**src/source/gb_io_pkg.sv**
```systemverilog
package gb_io_pkg;

	// ------------------------------------------------------------
	// bus and block widths
	localparam int ADDR_W  = 16;   // cpu address
	localparam int DATA_W  = 8;    // cpu data
	localparam int IRQ_N   = 5;    // interrupt sources
	localparam int WRAM_AW = 15;   // 32k work ram, 8 banks of 4k
	localparam int HRAM_AW = 7;    // zero page ram

	localparam int SERIAL_BIT_CYCLES = 512;   // clk_cpu cycles per bit, 8192 Hz

	// ------------------------------------------------------------
	// register addresses
	localparam logic [ADDR_W-1:0] ADDR_JOYP = 16'hFF00;
	localparam logic [ADDR_W-1:0] ADDR_SB   = 16'hFF01;   // serial data, dummy
	localparam logic [ADDR_W-1:0] ADDR_SC   = 16'hFF02;
	localparam logic [ADDR_W-1:0] ADDR_IF   = 16'hFF0F;
	localparam logic [ADDR_W-1:0] ADDR_SVBK = 16'hFF70;   // colour mode only
	localparam logic [ADDR_W-1:0] ADDR_IE   = 16'hFFFF;

	// memory ranges, inclusive
	localparam logic [ADDR_W-1:0] ADDR_WRAM_LO = 16'hC000;
	localparam logic [ADDR_W-1:0] ADDR_WRAM_HI = 16'hFDFF;   // e000 up is the echo
	localparam logic [ADDR_W-1:0] ADDR_HRAM_LO = 16'hFF80;
	localparam logic [ADDR_W-1:0] ADDR_HRAM_HI = 16'hFFFE;

	// interrupt vectors
	localparam logic [DATA_W-1:0] IRQ_VEC_BASE = 8'h40;
	localparam int                IRQ_VEC_STEP = 8;
	localparam logic [DATA_W-1:0] IRQ_VEC_NONE = 8'h55;   // nothing pending

	// ------------------------------------------------------------
	// read source of a cycle
	typedef enum logic [3:0] {
		REG_NONE,   // unmapped, reads ff
		REG_JOYP,
		REG_SB,
		REG_SC,
		REG_IF,
		REG_IE,
		REG_SVBK,
		RGN_WRAM,
		RGN_HRAM
	} mem_region_t;

	typedef enum logic {
		SER_IDLE,
		SER_SHIFT
	} serial_state_t;

	// IF / IE bit positions, lowest has highest priority
	typedef enum logic [2:0] {
		IRQ_VBLANK = 3'd0,
		IRQ_LCD    = 3'd1,
		IRQ_TIMER  = 3'd2,
		IRQ_SERIAL = 3'd3,
		IRQ_JOYPAD = 3'd4
	} irq_bit_t;

endpackage

```
**src/source/cpu_bus_if.sv**
```systemverilog
`timescale 1ns/1ps

interface cpu_bus_if;
	import gb_io_pkg::*;

	logic [ADDR_W-1:0] addr;    // cpu address
	logic [DATA_W-1:0] wdata;   // cpu write data
	logic              wr;      // write level for the cycle
	logic              rd;      // read level for the cycle

	// address decoder
	modport decode (
		input addr,
		input wr,
		input rd
	);

	// register and memory blocks
	modport regs (
		input addr,
		input wdata
	);

endinterface

```
**src/source/serial_port.sv**
```systemverilog
`timescale 1ns/1ps

module serial_port (
	input  logic                          clk_cpu,
	input  logic                          reset,
	cpu_bus_if.regs                       bus,
	input  logic                          sc_wr,
	output logic [gb_io_pkg::DATA_W-1:0]  sc_do,
	output logic                          serial_irq   // one cycle on completion
);
	import gb_io_pkg::*;

	localparam int DIV_W = $clog2(SERIAL_BIT_CYCLES);

	serial_state_t    state;
	logic             sc_start;       // SC bit 7
	logic             sc_shiftclk;    // SC bit 0, internal clock
	logic [DIV_W-1:0] clk_div;        // cycles within a bit
	logic [2:0]       bit_cnt;        // bits shifted so far
	logic             bit_end;

	assign sc_do   = {sc_start, 6'h3F, sc_shiftclk};
	assign bit_end = (clk_div == DIV_W'(SERIAL_BIT_CYCLES - 1));

	always_ff @(posedge clk_cpu) begin
		serial_irq <= 1'b0;
		if (reset) begin
			state       <= SER_IDLE;
			sc_start    <= 1'b0;
			sc_shiftclk <= 1'b0;
			clk_div     <= '0;
			bit_cnt     <= '0;
		end else if (sc_wr) begin   // cpu write restarts any transfer
			sc_start    <= bus.wdata[7];
			sc_shiftclk <= bus.wdata[0];
			clk_div     <= '0;
			bit_cnt     <= '0;
			// external clock never arrives, stays idle
			state <= (bus.wdata[7] && bus.wdata[0]) ? SER_SHIFT : SER_IDLE;
		end else if (state == SER_SHIFT) begin
			clk_div <= clk_div + 1'b1;
			if (bit_end) begin
				bit_cnt <= bit_cnt + 1'b1;
				if (bit_cnt == 3'd7) begin   // eighth bit done
					state      <= SER_IDLE;
					sc_start   <= 1'b0;
					serial_irq <= 1'b1;
				end
			end
		end
	end

endmodule

```
**src/flat_wrapper.sv**
```systemverilog
// flat-port wrapper written by rule: the top's interface ports become plain ports
module serial_port_flat import gb_io_pkg::*;
  (clk_cpu, reset, sc_wr, sc_do, serial_irq, bus_addr, bus_wdata);
  cpu_bus_if bus_i ();
  input  logic clk_cpu;
  input  logic reset;
  input  logic sc_wr;
  output logic [gb_io_pkg::DATA_W-1:0] sc_do;
  output logic serial_irq;
  input wire logic [$bits(bus_i.addr)-1:0] bus_addr;
  input wire logic [$bits(bus_i.wdata)-1:0] bus_wdata;
  assign bus_i.addr = bus_addr;
  assign bus_i.wdata = bus_wdata;
  serial_port u_core (.clk_cpu(clk_cpu), .reset(reset), .bus(bus_i), .sc_wr(sc_wr), .sc_do(sc_do), .serial_irq(serial_irq));
endmodule
```
**config.mk**
```make
export PLATFORM = sky130hd
export DESIGN_NAME = serial_port_flat
export DESIGN_NICKNAME = d
export VERILOG_FILES = /design/src/source/gb_io_pkg.sv /design/src/source/cpu_bus_if.sv /design/src/source/serial_port.sv /design/src/flat_wrapper.sv
export SDC_FILE = /design/constraint.sdc
export NUM_CORES = 1
export LEC_CHECK = 0
export ABC_CLOCK_PERIOD_IN_PS = 1300
export BUFFER_PORTS_ARGS = -buffer_cell sky130_fd_sc_hd__buf_2
export CAP_MARGIN = 30
export CORE_MARGIN = 4
export CORE_UTILIZATION = 35
export DETAILED_ROUTE_END_ITERATION = 10
export PLACE_DENSITY = 0.68
export SYNTH_ARGS = -nofsm -noshare
export SYNTH_HDL_FRONTEND = slang
export SYNTH_SLANG_ARGS = --single-unit
```
**constraint.sdc**
```tcl
create_clock -name clk_cpu -period 1.3 [get_ports clk_cpu]
set_input_delay 0.26 -clock clk_cpu [delete_from_list [all_inputs] [get_ports clk_cpu]]
set_output_delay 0.26 -clock clk_cpu [all_outputs]
set_load 0.005 [all_outputs]
```
==> results of run 1 <==
layout by cell type, fill, tap and decap left out:
cell type,n
conb_1,6
dfxtp_1,9
ha_4,2
dfxtp_2,6
dfxtp_4,1
buf_4,11
xnor2_1,1
nor2_1,9
o21ai_0,3
nand3_1,6
clkbuf_4,3
or2_2,1
nand2_1,6
or3_1,2
a21oi_1,6
nand3_2,1
nor2_4,1
mux2i_1,3
nand3b_1,2
nand4_1,2
ha_1,2
nand2_4,1
a21oi_2,1
xor2_1,4
or3_4,1
buf_2,7
nand4_4,1
worst reg2reg max path, cell delays in order, from the launching register on:
cell	delay, ns
dfxtp_4	0.37
buf_4	0.13
nand4_4	0.14
or3_4	0.42
a21oi_2	0.13
kinds of logic after synthesis:
kind of cell	count (synthesis)
other cells	1
mux	3
compound gates	10
fa+ha+maj	4
xor+xnor	5
buf+inv	10
flops	16
simple gates	33
registers in the layout (all words and copies together), names as in the netlist:
| register | cells |
|---|---|
| u_core.clk_div | 9 |
| u_core.sc_shiftclk | 1 |
| u_core.bit_cnt | 3 |
| u_core.state | 1 |
| u_core.serial_irq | 1 |
| u_core.sc_start | 1 |
report_power, final:
group	switching (mW)	internal, mW	total [mW]
sequential	0.00430	0.493	0.497
clock	0.137	0.107	0.244
combinational	0.0251	0.0198	0.0449
total	0.167	0.620	0.786
repair_timing:
action / 4_1_cts / 5_1_grt
resized for setup: 5 / 11
pin swaps: 4 / 3
setup endpoints to repair: 3 / 7
layer usage:
layer,vias to the layer above,wire length (µm)
met3,2,69
met5,-,0
met4,0,8
met1,268,560
met2,13,674
li1,299,-
through the flow:
step	util [%]	instances	total power, mW	cell area [µm²]
3_5_place_dp	42.36	122	0.5539	839.6
2_1_floorplan	-	87	0.5508	757.0
3_3_place_gp	42.36	122	0.5532	839.6
5_1_grt	46.84	125	0.8190	928.4
4_1_cts	44.57	125	0.7955	883.3
6_report	46.84	125	0.7863	928.4
area by class of cell:
class,count,area [µm²]
Multi-Input combinational cell,61,422.9
Sequential cell,16,331.6
Fill cell,189,1054
Timing Repair Buffer,18,117.6
Clock buffer,3,22.52
Tap cell,27,33.78
worst max path at each step:
stage | start | end | slack (ns) | cells after the start
after detailed placement | u_core.clk_div[1] | u_core.bit_cnt[0] | -0.04 | 7
after CTS | u_core.clk_div[0] | u_core.bit_cnt[0] | 0.01 | 7
after global routing | u_core.clk_div[0] | u_core.sc_start | -0.008 | 7
final | u_core.clk_div[2] | u_core.clk_div[5] | 0.05 | 4
after floorplan | u_core.clk_div[0] | u_core.bit_cnt[0] | 0.007 | 7
after global placement | u_core.clk_div[1] | u_core.bit_cnt[0] | -0.01 | 7
==> flow_summary.yaml, run 1 <==
status:
  status: "completed"
critical_path:
  critPathRequiredTime_ns: 1.51
  endpoint_kind: "flip-flop"
  rr_startpoint: "u_core.clk_div[2]"
  path_buf_inv: 1
  r2r_cells: 4
  cp_slowest_cell: "or3_4"
  r2r-end: "u_core.clk_div[5]"
  start_kind: "flip-flop"
  crit_type: "flip-flop to flip-flop"
  cp_slowest_stage_delay_ns: 0.41
  cp.arrival_ns: 1.46
  critPathMaxFanout: 5
  crit_family: "simple AND/OR/NAND/NOR gates"
  path_cells: "buf_4 > nand4_4 > or3_4 > a21oi_2"
  r2r_slack_ns: 0.05
layout:
  syn_to_final_growth_pct: 27.05
  layout-drive-gt1-share_pct: 37.76
  fin_nets: 131
  diodes: 0
drt:
  drt-total-wl_mm: 1.313
  wl_per_cell_um: 10.50
  dr.pass1.iters: 3
  via_count: 582
  drt_iter0_markers: 5
  ant_nets: 0
  drcViolationCount: 0
  avgViaCountPerCell: 4.656
clock_tree:
  clk_latency_ns: 0.27
  clk_pin_slew_worst_paths_ns: 0.08
  htreeDepth: 1
  cts_buffer_depth: 2
  cts_tree: "built"
  clkSinkCount: 16
  root_buffer: "clkbuf_4"
  numCtsBuffers: 3
  cts_setup_buffers: 0
  hold_buffers: 0
synth:
  synthesis.area_um2: 730.7
  async_flop_share_pct: 0
  synth_top_family_by_area: "simple AND/OR/NAND/NOR gates"
  synthAdderAreaFrac_pct: 6.849
  yosysSeqAreaShare_pct: 43.84
  syn_area_per_cell_um2: 8.911
  synth_cell_type_count: 19
  synth_common_cells: "dfxtp_1, nor2_1, buf_4"
  syn_inst: 82
  synth.top_cells.by_area: "dfxtp_1, buf_4, ha_1"
  synth_xor_xnor_area_share_pct: 5.993
  synth_mux_area_share_pct: 4.110
  synth-edff-count: 0
  synthFlopType: "dfxtp_1"
  synth_compound_area_share_pct: 6.849
  yosys_warnings: 0
  yosys.area.top_type_share_pct: 43.84
  synth_largest_area_cell: "dfxtp_1"
  yosys.area_share.simple_pct: 22.43
  yosysMostFrequentCell: "dfxtp_1"
  ys_ff_latch: 16
hold_path:
  hp-start: "reset"
  min_path_cells: 2
  hold_class: "input pin to flip-flop"
  worstHoldEndpoint: "u_core.state"
grt:
  grtUsageTotal_pct: 10.17
  use_met3_pct: 2.493
  antenna_found_initial: 0
  grt_max_degree: 14
  met2_usage_pct: 16.73
  grt_overflow: 0
  met1_usage_pct: 12.71
  grt_pass1_wl_mm: 2.180
  busiest_layer: "met2"
  grt_pass1_vias: 552
sta:
  holdWs_ns: 0.1720
  tns_ns: 0
  grt_setup_unrepaired: "yes"
  drv_slew: 0
  hold_violations: 0
  finalWorstSetupSlack_ns: 0.05132
  post-route-period-util_pct: 96.05
  fmax_mhz: 800.8
  period_needed_ns: 1.249
  clock-skew-final_ns: 0.0009923
  finalSetupViolCount: 0
floorplanning:
  die_w_um: 53.69
  ioPinCount: 36
  fp.dieH_um: 53.69
  dieArea_mm2: 0.002883
  num_rows: 16
  core_area_mm2: 0.001982
  start_util_pct: 36.87
run:
  drv_cap: 0
power_and_ir_drop:
  powerDensity_mw_per_mm2: 846.9
  ir_drop_v: 0.0006268
  power_leakage_nw: 0.3823
placed_design:
  post-place-ws_ns: -0.03735
  place_congestion: 0.7126
  hpwl_um: 976.1
  port_buffers: 7
No activity file was read; power rests on OpenSTA's default activity.
==> run 2, diff against run 1 <==
- ABC_CLOCK_PERIOD_IN_PS: 1300 -> 1500
- CTS_BUF_LIST: not set -> sky130_fd_sc_hd__clkbuf_8
- PLACE_DENSITY: 0.68 -> 0.66
- clock period: 1.3 -> 1.5 ns (I/O delays scaled with it)
==> run 2 against run 1 <==
Effect of this change:
- sequential share of layout area increased by 3.3 points
- die area unchanged
- worst hold slack improved by 0.076 ns
- worst setup slack improved by 0.092 ns
- clock skew increased by 0.0017 ns
- total power about the same
- final cell count decreased by 5.6%
- count of clock-buffer cells in the layout unchanged
- via count decreased by 5.2%
- clock power increased by 30%
- largest power group unchanged
- highest routed layer unchanged
==> flow_summary.yaml, run 2 (same netlist as run 1, synthesis figures left out) <==
critical_path:
  path_cells: "ha_1 > nand3_1 > nor2_1 > ha_2 > nand2_1 > xor2_1 > nor2_1"
  rr_startpoint: "u_core.clk_div[0]"
  cp.arrival_ns: 1.49
  critPathRequiredTime_ns: 1.63
  start_kind: "flip-flop"
  critPathMaxFanout: 5
  r2r_slack_ns: 0.14
  endpoint_kind: "flip-flop"
  crit_end: "u_core.bit_cnt[0]"
  cp_slowest_stage_delay_ns: 0.34
  r2r-end: "u_core.bit_cnt[0]"
  path_common_cell: "nor2_1"
  cp_slowest_cell: "dfxtp_1"
  crit_type: "flip-flop to flip-flop"
  critPathLaunch: "u_core.clk_div[0]"
  r2r_cells: 7
sta:
  finalWorstSetupSlack_ns: 0.1435
  grt_setup_unrepaired: "no"
  tns_ns: 0
  drv_slew: 0
  finalSetupViolCount: 0
  period_needed_ns: 1.357
  clock-skew-final_ns: 0.002726
  post-route-period-util_pct: 90.44
  fmax_mhz: 737.2
  hold_violations: 0
placed_design:
  place_congestion: 0.7243
  hpwl_um: 890.2
  post-place-ws_ns: 0.08981
  port_buffers: 7
  dp_cells: 115
grt:
  grt_max_degree: 14
  antenna_found_initial: 0
  grt_pass1_wl_mm: 2.139
  grt_pass1_vias: 537
  grtUsageTotal_pct: 10.39
  grt_overflow: 0
  busiest_layer: "met2"
  met2_usage_pct: 16.94
  met1_usage_pct: 11.64
  use_met3_pct: 2.493
layout:
  largest_register: "u_core.clk_div"
  fin_util_pct: 41.60
  diodes: 0
  largest_reg_flops: 9
  final_common_cell: "dfxtp_1"
  layout-drive-gt1-share_pct: 19.78
  reg.largest.list: "u_core.clk_div: 9 flops, u_core.bit_cnt: 3 flops"
  final_cell_mix: "dfxtp_1, nor2_1"
  fin_cells: 118
  fin_nets: 124
  syn_to_final_growth_pct: 12.84
floorplanning:
  die_w_um: 53.69
  fp.dieH_um: 53.69
  start_util_pct: 36.87
  dieArea_mm2: 0.002883
  core_area_mm2: 0.001982
  num_rows: 16
  ioPinCount: 36
clock_tree:
  root_buffer: "clkbuf_8"
  cts_buffer_depth: 2
  hold_buffers: 0
  numCtsBuffers: 3
  cts_setup_buffers: 0
  clk_pin_slew_worst_paths_ns: 0.06
  cts_tree: "built"
  htreeDepth: 1
  clkSinkCount: 16
  clk_latency_ns: 0.25
drt:
  avgViaCountPerCell: 4.678
  drt_iter0_markers: 8
  wl_per_cell_um: 10.04
  dr.pass1.iters: 4
  drcViolationCount: 0
  ant_nets: 0
  via_count: 552
  drt-total-wl_mm: 1.185
run:
  drv_cap: 0
power_and_ir_drop:
  powerDensity_mw_per_mm2: 952.9
  ir_drop_v: 0.0004793
  power_leakage_nw: 0.3307
hold_path:
  hold_class: "input pin to flip-flop"
status:
  status: "completed"
## run 2: cell count changes in the layout (fill, tap and decap cells not counted), moves of 2 or more
cell      previous run  this run
clkbuf_8             0         3
buf_4               11         4
clkbuf_4             3         0
dfxtp_1              9        15
dfxtp_2              6         1
ha_4                 2         0
## run 2: per-layer routing
metal / vias up / part of all wire [%] / wire length, µm
li1: 283 / - / -
met1: 252 / 46 / 548
met2: 13 / 46 / 549
met3: 4 / 5.0 / 59
met4: 0 / 2.3 / 27
met5: - / 0 / 0
## run 2: through the flow
| step | total power [mW] | instance area, µm² | hold WS, ns |
|---|---|---|---|
| CTS | 0.7883 | 820.8 | 0.2483 |
| global placement | 0.4770 | 779.5 | 0.4464 |
| global route | 0.8177 | 824.5 | 0.2492 |
| finish | 0.7857 | 824.5 | 0.2483 |
| floorplan | 0.4772 | 749.5 | 0.3691 |
| detailed placement | 0.4778 | 779.5 | 0.4586 |
## run 2: how the worst min path moves through the flow
| stage | from | cells past startpoint | slack [ns] | end |
|---|---|---|---|---|
| 2_1_floorplan | reset | 1 | 0.37 | u_core.sc_start |
| 3_3_place_gp | u_core.bit_cnt[1] | 2 | 0.45 | u_core.bit_cnt[1] |
| 3_5_place_dp | u_core.bit_cnt[1] | 2 | 0.46 | u_core.bit_cnt[1] |
| 4_1_cts | reset | 2 | 0.25 | u_core.sc_start |
| 5_1_grt | reset | 2 | 0.25 | u_core.sc_start |
| 6_report | reset | 2 | 0.25 | u_core.sc_start |
## run 2: worst max-delay path: cells and delay by family (launching register included)
kind,cells,cell delay (ns)
simple gates,4,0.35
xor+xnor,1,0.14
fa+ha+maj,2,0.40
flops,1,0.34
## run 2: power breakdown
group	internal [mW]	switching [mW]	total, mW
clock network	0.178	0.139	0.317
registers	0.430	0.00341	0.433
logic	0.0147	0.0208	0.0355
## run 2: timing repair
item	in CTS	in global routing
resized for setup	0	2
endpoints found under the hold margin	0	0
endpoints found under the setup margin	0	3
## run 2: cell type report
type	count	area, µm²
tap	27	33.78
fill	197	1157
clock buffer	3	41.29
timing repair buffer	11	65.06
multi-input combinational	61	362.8
sequential	16	321.6
