--- config.mk ---
export PLATFORM = sky130hd
export DESIGN_NAME = cpu_bus_decode_flat
export DESIGN_NICKNAME = d
export VERILOG_FILES = /design/src/source/gb_io_pkg.sv /design/src/source/cpu_bus_if.sv /design/src/source/cpu_bus_decode.sv /design/src/flat_wrapper.sv
export SDC_FILE = /design/constraint.sdc
export NUM_CORES = 1
export LEC_CHECK = 0
export ABC_AREA = 0
export BUFFER_PORTS_ARGS = -buffer_cell sky130_fd_sc_hd__buf_2
export CAP_MARGIN = 15
export CORE_AREA = 2 2 39 41
export DETAILED_ROUTE_END_ITERATION = 16
export DIE_AREA = 0 0 41 43
export PLACE_DENSITY_LB_ADDON = 0.25
export SYNTH_ARGS = -nofsm -noshare
export SYNTH_HDL_FRONTEND = slang
export SYNTH_SLANG_ARGS = --single-unit
--- constraint.sdc ---
create_clock -name vclk -period 1.65
set_input_delay 0.33 -clock vclk [all_inputs]
set_output_delay 0.33 -clock vclk [all_outputs]
set_load 0.02 [all_outputs]
--- src/source/gb_io_pkg.sv ---
package gb_io_pkg;

	// ------------------------------------------------------------
	// bus and block widths
	localparam int ADDR_W  = 16;   // cpu address
	localparam int DATA_W  = 8;    // cpu data
	localparam int IRQ_N   = 5;    // interrupt sources
	localparam int WRAM_AW = 15;   // 32k work ram, 8 banks of 4k
	localparam int HRAM_AW = 7;    // zero page ram

	localparam int SERIAL_BIT_CYCLES = 512;   // clk_cpu cycles per bit, 8192 Hz

	// ------------------------------------------------------------
	// register addresses
	localparam logic [ADDR_W-1:0] ADDR_JOYP = 16'hFF00;
	localparam logic [ADDR_W-1:0] ADDR_SB   = 16'hFF01;   // serial data, dummy
	localparam logic [ADDR_W-1:0] ADDR_SC   = 16'hFF02;
	localparam logic [ADDR_W-1:0] ADDR_IF   = 16'hFF0F;
	localparam logic [ADDR_W-1:0] ADDR_SVBK = 16'hFF70;   // colour mode only
	localparam logic [ADDR_W-1:0] ADDR_IE   = 16'hFFFF;

	// memory ranges, inclusive
	localparam logic [ADDR_W-1:0] ADDR_WRAM_LO = 16'hC000;
	localparam logic [ADDR_W-1:0] ADDR_WRAM_HI = 16'hFDFF;   // e000 up is the echo
	localparam logic [ADDR_W-1:0] ADDR_HRAM_LO = 16'hFF80;
	localparam logic [ADDR_W-1:0] ADDR_HRAM_HI = 16'hFFFE;

	// interrupt vectors
	localparam logic [DATA_W-1:0] IRQ_VEC_BASE = 8'h40;
	localparam int                IRQ_VEC_STEP = 8;
	localparam logic [DATA_W-1:0] IRQ_VEC_NONE = 8'h55;   // nothing pending

	// ------------------------------------------------------------
	// read source of a cycle
	typedef enum logic [3:0] {
		REG_NONE,   // unmapped, reads ff
		REG_JOYP,
		REG_SB,
		REG_SC,
		REG_IF,
		REG_IE,
		REG_SVBK,
		RGN_WRAM,
		RGN_HRAM
	} mem_region_t;

	typedef enum logic {
		SER_IDLE,
		SER_SHIFT
	} serial_state_t;

	// IF / IE bit positions, lowest has highest priority
	typedef enum logic [2:0] {
		IRQ_VBLANK = 3'd0,
		IRQ_LCD    = 3'd1,
		IRQ_TIMER  = 3'd2,
		IRQ_SERIAL = 3'd3,
		IRQ_JOYPAD = 3'd4
	} irq_bit_t;

endpackage

--- src/source/cpu_bus_if.sv ---
`timescale 1ns/1ps

interface cpu_bus_if;
	import gb_io_pkg::*;

	logic [ADDR_W-1:0] addr;    // cpu address
	logic [DATA_W-1:0] wdata;   // cpu write data
	logic              wr;      // write level for the cycle
	logic              rd;      // read level for the cycle

	// address decoder
	modport decode (
		input addr,
		input wr,
		input rd
	);

	// register and memory blocks
	modport regs (
		input addr,
		input wdata
	);

endinterface

--- src/source/cpu_bus_decode.sv ---
`timescale 1ns/1ps

module cpu_bus_decode (
	cpu_bus_if.decode               bus,
	input  logic                    is_gbc,    // colour mode, static
	output gb_io_pkg::mem_region_t  region,
	output logic                    joyp_wr,
	output logic                    sc_wr,
	output logic                    if_wr,
	output logic                    ie_wr,
	output logic                    svbk_wr,
	output logic                    wram_wr,
	output logic                    hram_wr
);
	import gb_io_pkg::*;

	logic sel_joyp;
	logic sel_sb;
	logic sel_sc;
	logic sel_if;
	logic sel_ie;
	logic sel_svbk;
	logic sel_wram;
	logic sel_hram;

	// ------------------------------------------------------------
	// address match
	assign sel_joyp = (bus.addr == ADDR_JOYP);
	assign sel_sb   = (bus.addr == ADDR_SB);
	assign sel_sc   = (bus.addr == ADDR_SC);
	assign sel_if   = (bus.addr == ADDR_IF);
	assign sel_ie   = (bus.addr == ADDR_IE);
	assign sel_svbk = (bus.addr == ADDR_SVBK) && is_gbc;   // mono has no svbk
	assign sel_wram = (bus.addr >= ADDR_WRAM_LO) && (bus.addr <= ADDR_WRAM_HI);   // incl. echo
	assign sel_hram = (bus.addr >= ADDR_HRAM_LO) && (bus.addr <= ADDR_HRAM_HI);   // ffff is IE

	// write strobes, only while cpu writes
	assign joyp_wr = bus.wr && sel_joyp;
	assign sc_wr   = bus.wr && sel_sc;
	assign if_wr   = bus.wr && sel_if;
	assign ie_wr   = bus.wr && sel_ie;
	assign svbk_wr = bus.wr && sel_svbk;
	assign wram_wr = bus.wr && sel_wram;
	assign hram_wr = bus.wr && sel_hram;

	// ------------------------------------------------------------
	// read source, one region at most
	always_comb begin
		region = REG_NONE;   // no read or unmapped
		if (bus.rd) begin
			if (sel_joyp)      region = REG_JOYP;
			else if (sel_sb)   region = REG_SB;
			else if (sel_sc)   region = REG_SC;
			else if (sel_if)   region = REG_IF;
			else if (sel_ie)   region = REG_IE;
			else if (sel_svbk) region = REG_SVBK;
			else if (sel_wram) region = RGN_WRAM;
			else if (sel_hram) region = RGN_HRAM;
		end
	end

endmodule

--- src/flat_wrapper.sv ---
// flat-port wrapper written by rule: the top's interface ports become plain ports
module cpu_bus_decode_flat import gb_io_pkg::*;
  (is_gbc, region, joyp_wr, sc_wr, if_wr, ie_wr, svbk_wr, wram_wr, hram_wr, bus_addr, bus_wr, bus_rd);
  cpu_bus_if bus_i ();
  input  logic is_gbc;
  output gb_io_pkg::mem_region_t region;
  output logic joyp_wr;
  output logic sc_wr;
  output logic if_wr;
  output logic ie_wr;
  output logic svbk_wr;
  output logic wram_wr;
  output logic hram_wr;
  input wire logic [$bits(bus_i.addr)-1:0] bus_addr;
  input wire logic [$bits(bus_i.wr)-1:0] bus_wr;
  input wire logic [$bits(bus_i.rd)-1:0] bus_rd;
  assign bus_i.addr = bus_addr;
  assign bus_i.wr = bus_wr;
  assign bus_i.rd = bus_rd;
  cpu_bus_decode u_core (.bus(bus_i), .is_gbc(is_gbc), .region(region), .joyp_wr(joyp_wr), .sc_wr(sc_wr), .if_wr(if_wr), .ie_wr(ie_wr), .svbk_wr(svbk_wr), .wram_wr(wram_wr), .hram_wr(hram_wr));
endmodule
==> flow_summary.yaml, run 1 <==
floorplan:
  initial_core_util: 0.197
  die_area_um2: 1760
  io_pins: 30
  die_height_um: 43
  rows: 14
  core_um2: 1380
  die_width_um: 41
sta:
  slew_violations: 0
  hold_ws_ns: 1.01
  hold_violations: 0
  max_freq_mhz: 542
  setup_slack_ns: -0.196
  worstMarginPinSlew_ns: 0.251
  fin_crit_sh: 1.12
  fin_crit_ns: 1.85
  rsz0062_at_grt: "true"
  setup_viol: 3
  relSlewSlack: 0.831
hold_path:
  hp-class: "input port to primary output"
  whs_path_depth: 4
  worstHoldEndpoint: "joyp_wr"
  hold_start: "bus_addr[1]"
placement:
  dp_hpwl_um: 923
  dp_slack_ns: -0.226
  gp_congestion: 0.784
  place_inst: 101
  portBuffers: 30
status:
  violations: "setup timing"
  status: "finished, violations left"
global_routing:
  grt_max_degree: 9
  grt_pass1_vias: 396
  grt_usage: 0.125
  grt-ovfl-total: 0
  grt_pass1_wl_um: 1620
  antenna_found_initial: 0
critical_path:
  crit_type: "input port to primary output"
  critical_path_required_ns: 1.32
  worstPathArrival_ns: 1.52
  startpoint_type: "input port"
  crit_path_max_fanout: 3
  cp-end-kind: "primary output"
final_layout:
  area_growth_pct: 160
  num-fill-cells: 131
  seq_cells: 0
  diodes: 0
  clock_buffers: 0
  regArea_um2: 0
  finalNetCount: 109
  layout-drive-gt1-share: 0.659
  fin_cells: 104
pwr:
  pwr-share-comb: 1.000
  pwr-share-seq: 0
  power.internal_uw: 67.4
  max-vdd-ir-drop_uv: 62.8
  clkPwrFrac: 0
  swShare: 0.430
  switchingPower_uw: 50.9
  finalPower_uw: 118
  p_per_area_nw_per_um2: 167
  power.leakage_nw: 0.335
detailed_routing:
  viasPerCell: 4.92
  first_pass_iters: 4
  vias: 512
  avgRoutedWirePerCell_um: 11.9
  drt-initial-drc-count: 11
  routed_wl_um: 1240
  drc_errors: 0
  detail-route-antenna-nets: 0
job:
  cap_violations: 0
synth:
  synth_cell_types: 24
  syn_inst: 42
  syn_area_um2: 273
  yosysTopAreaCell: "and4_1"
  netlist.area_leader.share: 0.128
  avgSynthCellArea_um2: 6.49
  ys_seq_area_frac: 0
  syn-num-nets: 61
  synthTopCellsByArea: "and4_1, nand4_1, nor2_1"
  ys_warn_count: 0
clock_network:
  ctsHoldBuffers: 0
==> worst max-delay path, cell delays in order <==
cell and delay, ns:
buf_6 0.09, or4_4 0.55, nor2_4 0.11, a31o_1 0.15
o211a_1 0.17, buf_6 0.12
==> routing by layer <==
metal	GRT usage	wire [µm]	vias up
met3	0	99	4
met1	0.161	485	226
li1	-	-	259
met2	0.222	637	23
met4	0.0200	19	0
met5	0	0	-
==> worst max-delay path by stage <==
| stage | startpoint | to | slack [ns] | cells after the start |
|---|---|---|---|---|
| floorplan | bus_addr[2] | region[2] | -0.009 | 4 |
| global placement | bus_addr[2] | region[2] | -0.22 | 6 |
| detailed placement | bus_addr[2] | region[1] | -0.23 | 6 |
| CTS | bus_addr[2] | region[2] | -0.18 | 6 |
| global route | bus_addr[2] | region[2] | -0.23 | 6 |
| finish | bus_addr[2] | region[2] | -0.20 | 6 |
==> what timing repair did <==
item	CTS	global route
endpoints found under the setup margin	10	9
pin swaps	6	8
gates resized for setup	16	17
buffers inserted	1	2
==> final cells by class <==
type / instances / area, µm² / area share
multi-input combinational: 38 / 310 / 0.438
tap: 16 / 20.0 / 0.0283
timing repair buffer: 47 / 367 / 0.518
inverter: 3 / 11.3 / 0.0159
==> synthesized netlist by cell type <==
cell type / instances
nand4_1: 4
nor2_4: 1
a21boi_1: 1
o211a_1: 1
nor2_1: 6
and4_1: 4
and2b_1: 1
a41oi_2: 1
nor4_1: 1
nor3_1: 1
a211oi_1: 1
inv_2: 1
or2_1: 1
a21oi_1: 1
nor4_2: 1
nand3_1: 3
a31oi_1: 2
buf_2: 1
nand2_1: 3
and2_1: 2
inv_1: 2
or4_4: 1
a31o_1: 1
o31ai_1: 1
==> kinds of logic after synthesis <==
kind of cell / count (synthesis) / synth area share
AO/OA/AOI/OAI: 9 / 0.275
AND/OR/NAND/NOR: 29 / 0.665
buffers and inverters: 4 / 0.0596
==> cells in the final DEF (no fill, tap or decap), types with 2 or more instances in the layout <==
| master | instances |
|---|---|
| buf_4 | 20 |
| buf_2 | 14 |
| buf_6 | 13 |
| nor2_1 | 6 |
| nand4_1 | 4 |
| and4_1 | 3 |
| nand2_1 | 3 |
| nor4_4 | 2 |
| nand3_2 | 2 |
| a31oi_1 | 2 |
| inv_1 | 2 |
==> power by group through the flow <==
stage	Clock (mW)	Combinational (mW)	Sequential, mW
finish	0	0.118	0
global route	0	0.127	0
CTS	0	0.101	0
detailed placement	0	0.0886	0
global placement	0	0.0870	0
floorplan	0	0.0276	0
==> per-stage QoR <==
| stage | TNS (ns) | util | cell area, µm² |
|---|---|---|---|
| after floorplan | -0.00873 | - | 283 |
| after global placement | -1.06 | 0.400 | 553 |
| after detailed placement | -1.10 | 0.400 | 553 |
| after CTS | -0.447 | 0.447 | 618 |
| after global routing | -0.655 | 0.512 | 708 |
| final | -0.466 | 0.512 | 708 |
(Power assumes the default switching activity.)
==> run 2: changes to the inputs <==
==> constraint.sdc (replaced) <==
create_clock -name vclk -period 1.65
set_input_delay 0.33 -clock vclk [all_inputs]
set_output_delay 0.33 -clock vclk [all_outputs]
set_load 0.1 [all_outputs]
==> flow_summary.yaml, run 2 (synthesized netlist as in run 1, its figures left out) <==
status:
  status: "finished, violations left"
  violations: "setup timing"
detailed_routing:
  routed_wl_um: 1570
  viasPerCell: 5.21
  avgRoutedWirePerCell_um: 14.6
  drc_errors: 0
  first_pass_iters: 4
  drt-initial-drc-count: 5
  vias: 563
  detail-route-antenna-nets: 0
critical_path:
  crit_type: "input port to primary output"
  critical_path.top_delay_family: "simple AND/OR/NAND/NOR gates"
  max_stage_delay_ns: 0.56
  critical_path_required_ns: 1.32
  cp_slowest_cell: "or4_4"
  startpoint_type: "input port"
  path_depth: 6
  crit_path_max_fanout: 3
  crit_path_cell_trace: "buf_6 -> or4_4 -> nor2_4 -> a31o_1 -> o211a_4 -> buf_12"
  cp-end-kind: "primary output"
  worstPathArrival_ns: 1.61
  path_buf_inv: 2
floorplan:
  die_area_um2: 1760
  io_pins: 30
  die_width_um: 41
  die_height_um: 43
  core_um2: 1380
  rows: 14
  initial_core_util: 0.197
sta:
  max_freq_mhz: 515
  fin_crit_sh: 1.18
  hold_violations: 0
  slew_violations: 0
  fin_crit_ns: 1.94
  rsz0062_at_grt: "true"
  relSlewSlack: 0.757
  setup_viol: 10
  setup_slack_ns: -0.293
  worstMarginPinSlew_ns: 0.363
  hold_ws_ns: 1.11
final_layout:
  diodes: 0
  final_cell_mix: "buf_6, buf_4, buf_12"
  seq_cells: 0
  finalInstanceArea_um2: 1030
  layout.cells.most_common: "buf_6"
  layout-drive-gt1-share: 0.837
  finalNetCount: 113
  regArea_um2: 0
  area_growth_pct: 276
  clock_buffers: 0
  fin_cells: 108
pwr:
  max-vdd-ir-drop_uv: 131
  p_per_area_nw_per_um2: 181
  power.leakage_nw: 0.422
  finalPower_uw: 186
placement:
  placed_cell_area_um2: 858
  dp_hpwl_um: 1060
  gp_congestion: 0.828
  portBuffers: 30
  place_inst: 105
global_routing:
  grt-ovfl-total: 0
  grt_pass1_vias: 599
  grt_max_degree: 8
  grt_pass1_wl_um: 2310
  grt_usage: 0.180
  antenna_found_initial: 0
job:
  cap_violations: 0
hold_path:
  hp-class: "input port to primary output"
  whs_path_depth: 3
-- run 2: what timing repair did --
| item | CTS | global route |
|---|---|---|
| endpoints found under the hold margin | 0 | 0 |
| gates resized for setup | 19 | 12 |
| endpoints found under the setup margin | 10 | 11 |
| pin swaps | 10 | 3 |
| setup buffers | 3 | 1 |
| hold buffers | 0 | 0 |
-- run 2: worst paths after layout --
kind / startpoint / endpoint
setup / recovery: bus_addr[2] / region[2]
hold / removal: bus_rd / region[2]
-- run 2: worst min-delay path, stage by stage --
cell     delay [ns]
buf_2          0.14
o211a_4        0.15
buf_12         0.16
-- run 2: cell type report --
class | count | area (µm²)
timing repair buffer | 51 | 591
multi-input combinational | 38 | 404
fill | 98 | 358
tap | 16 | 20.0
inverter | 3 | 11.3
-- run 2: per-stage QoR --
step / setup WS (ns) / util / setup TNS, ns
after floorplan: -0.526 / - / -1.92
after global placement: -0.260 / 0.620 / -1.49
after detailed placement: -0.278 / 0.620 / -1.60
after CTS: -0.264 / 0.698 / -1.38
after global routing: -0.333 / 0.741 / -1.74
final: -0.293 / 0.741 / -1.31
-- run 2: layer usage --
| metal | vias to the layer above | global-route usage | wire length (µm) |
|---|---|---|---|
| li1 | 268 | - | - |
| met1 | 266 | 0.174 | 520 |
| met2 | 27 | 0.369 | 925 |
| met3 | 2 | 0.0105 | 109 |
| met4 | 0 | 0.0333 | 17 |
| met5 | - | 0 | 0 |
-- run 2: report_power, final --
group | internal [mW] | switching [mW]
clock | 0 | 0
combinational | 0.0979 | 0.0880
sequential | 0 | 0
==> run 3: changes to the inputs <==
--- a/config.mk
+++ b/config.mk
@@ -8,9 +8,9 @@
 export ABC_AREA = 0
 export BUFFER_PORTS_ARGS = -buffer_cell sky130_fd_sc_hd__buf_2
 export CAP_MARGIN = 15
-export CORE_AREA = 2 2 39 41
+export CORE_AREA = 5 5 42 44
 export DETAILED_ROUTE_END_ITERATION = 16
-export DIE_AREA = 0 0 41 43
+export DIE_AREA = 0 0 47 49
 export PLACE_DENSITY_LB_ADDON = 0.25
 export SYNTH_ARGS = -nofsm -noshare
 export SYNTH_HDL_FRONTEND = slang
==> flow_summary.yaml, run 3 (synthesized netlist as in run 1, its figures left out) <==
detailed_routing:
  top_layer: "met3"
  drt-initial-drc-count: 2
  routed_wl_um: 1350
  met2_length_um: 761
  first_pass_iters: 2
  wl_met1_um: 491
  avgRoutedWirePerCell_um: 12.4
  vias: 538
  viasPerCell: 4.94
  drc_errors: 0
  detail-route-antenna-nets: 0
  wl_met3_um: 98
final_layout:
  area_growth_pct: 265
  seq_cells: 0
  fin_cells: 109
  clock_buffers: 0
  finish.utilization: 0.710
  layout-drive-gt1-share: 0.828
  final_cell_mix: "buf_6, buf_4, buf_12"
  diodes: 0
  regArea_um2: 0
  finalInstanceArea_um2: 995
  num-fill-cells: 102
  finalNetCount: 114
pwr:
  p_per_area_nw_per_um2: 175
  pwr-share-seq: 0
  clkPwrFrac: 0
  swShare: 0.482
  switchingPower_uw: 84.1
  power.leakage_nw: 0.399
  power.internal_uw: 90.3
  max-vdd-ir-drop_uv: 108
  finalPower_uw: 174
  pwr-share-comb: 1.000
placement:
  place_inst: 105
  dp_hpwl_um: 1110
  gp_congestion: 0.771
  portBuffers: 30
  dp_slack_ns: -0.287
  placed_cell_area_um2: 858
sta:
  setup_viol: 10
  hold_violations: 0
  setup-tns-final_ns: -1.43
  slew_violations: 0
  setup_slack_ns: -0.275
  hold_ws_ns: 1.09
  fin_crit_ns: 1.93
  rsz0062_at_grt: "true"
  fin_crit_sh: 1.17
  max_freq_mhz: 519
  relSlewSlack: 0.805
  worstMarginPinSlew_ns: 0.291
floorplan:
  rows: 14
  die_area_um2: 2300
  io_pins: 30
  die_height_um: 49
  die_width_um: 47
  initial_core_util: 0.195
  core_um2: 1400
critical_path:
  critical_path_required_ns: 1.32
  worstPathArrival_ns: 1.60
  crit_type: "input port to primary output"
  cp-end-kind: "primary output"
  crit_path_max_fanout: 3
  startpoint_type: "input port"
job:
  cap_violations: 0
clock_network:
  ctsHoldBuffers: 0
global_routing:
  grt_pass1_vias: 505
  grt_max_degree: 8
  grt_usage: 0.118
  grt_pass1_wl_um: 2120
  antenna_found_initial: 0
  grt-ovfl-total: 0
status:
  violations: "setup timing"
  status: "finished, violations left"
hold_path:
  hp-class: "input port to primary output"
-- run 3: cell count changes in the layout (fill, tap and decap cells not counted) --
cell,delta
a211oi_1,-1
a211oi_2,+1
and4_1,+1
and4_4,-1
buf_2,+5
buf_6,-3
buf_8,-1
nand2_1,+1
nand2_4,-1
o31ai_1,+1
o31ai_2,-1
or2_1,-1
or2_4,+1
-- run 3: final cells by class --
cell class / instances / area [µm²] / share of cell area
inverter: 3 / 11.3 / 0.0113
multi-input combinational: 38 / 397 / 0.399
tap: 16 / 20.0 / 0.0201
timing repair buffer: 52 / 567 / 0.570
-- run 3: timing repair --
item	in CTS	in global routing
resized for setup	17	6
pin swaps	9	6
setup endpoints to repair	10	10
gates cloned	0	0
setup buffers	1	3
endpoints found under the hold margin	0	0
-- run 3: layer usage --
layer / up-vias / global-route usage
met2: 15 / 0.219
met3: 0 / 0.0148
met5: - / 0
met4: 0 / 0
met1: 253 / 0.146
li1: 270 / -
-- run 3: worst max-delay path, cell delays in order --
cell	delay, ns
buf_6	0.09
or4_4	0.55
nor2_4	0.11
a31o_1	0.16
o211a_4	0.17
buf_12	0.17
-- run 3: final timing paths --
path / from / end / depth (start not counted)
worst max-delay path: bus_addr[2] / region[2] / 6
worst min-delay path: bus_addr[4] / if_wr / 5
-- run 3: power by group through the flow --
stage / Sequential (mW) / Clock, mW / Combinational (mW)
6_report: 0 / 0 / 0.174
3_5_place_dp: 0 / 0 / 0.149
4_1_cts: 0 / 0 / 0.167
2_1_floorplan: 0 / 0 / 0.0620
5_1_grt: 0 / 0 / 0.185
3_3_place_gp: 0 / 0 / 0.146
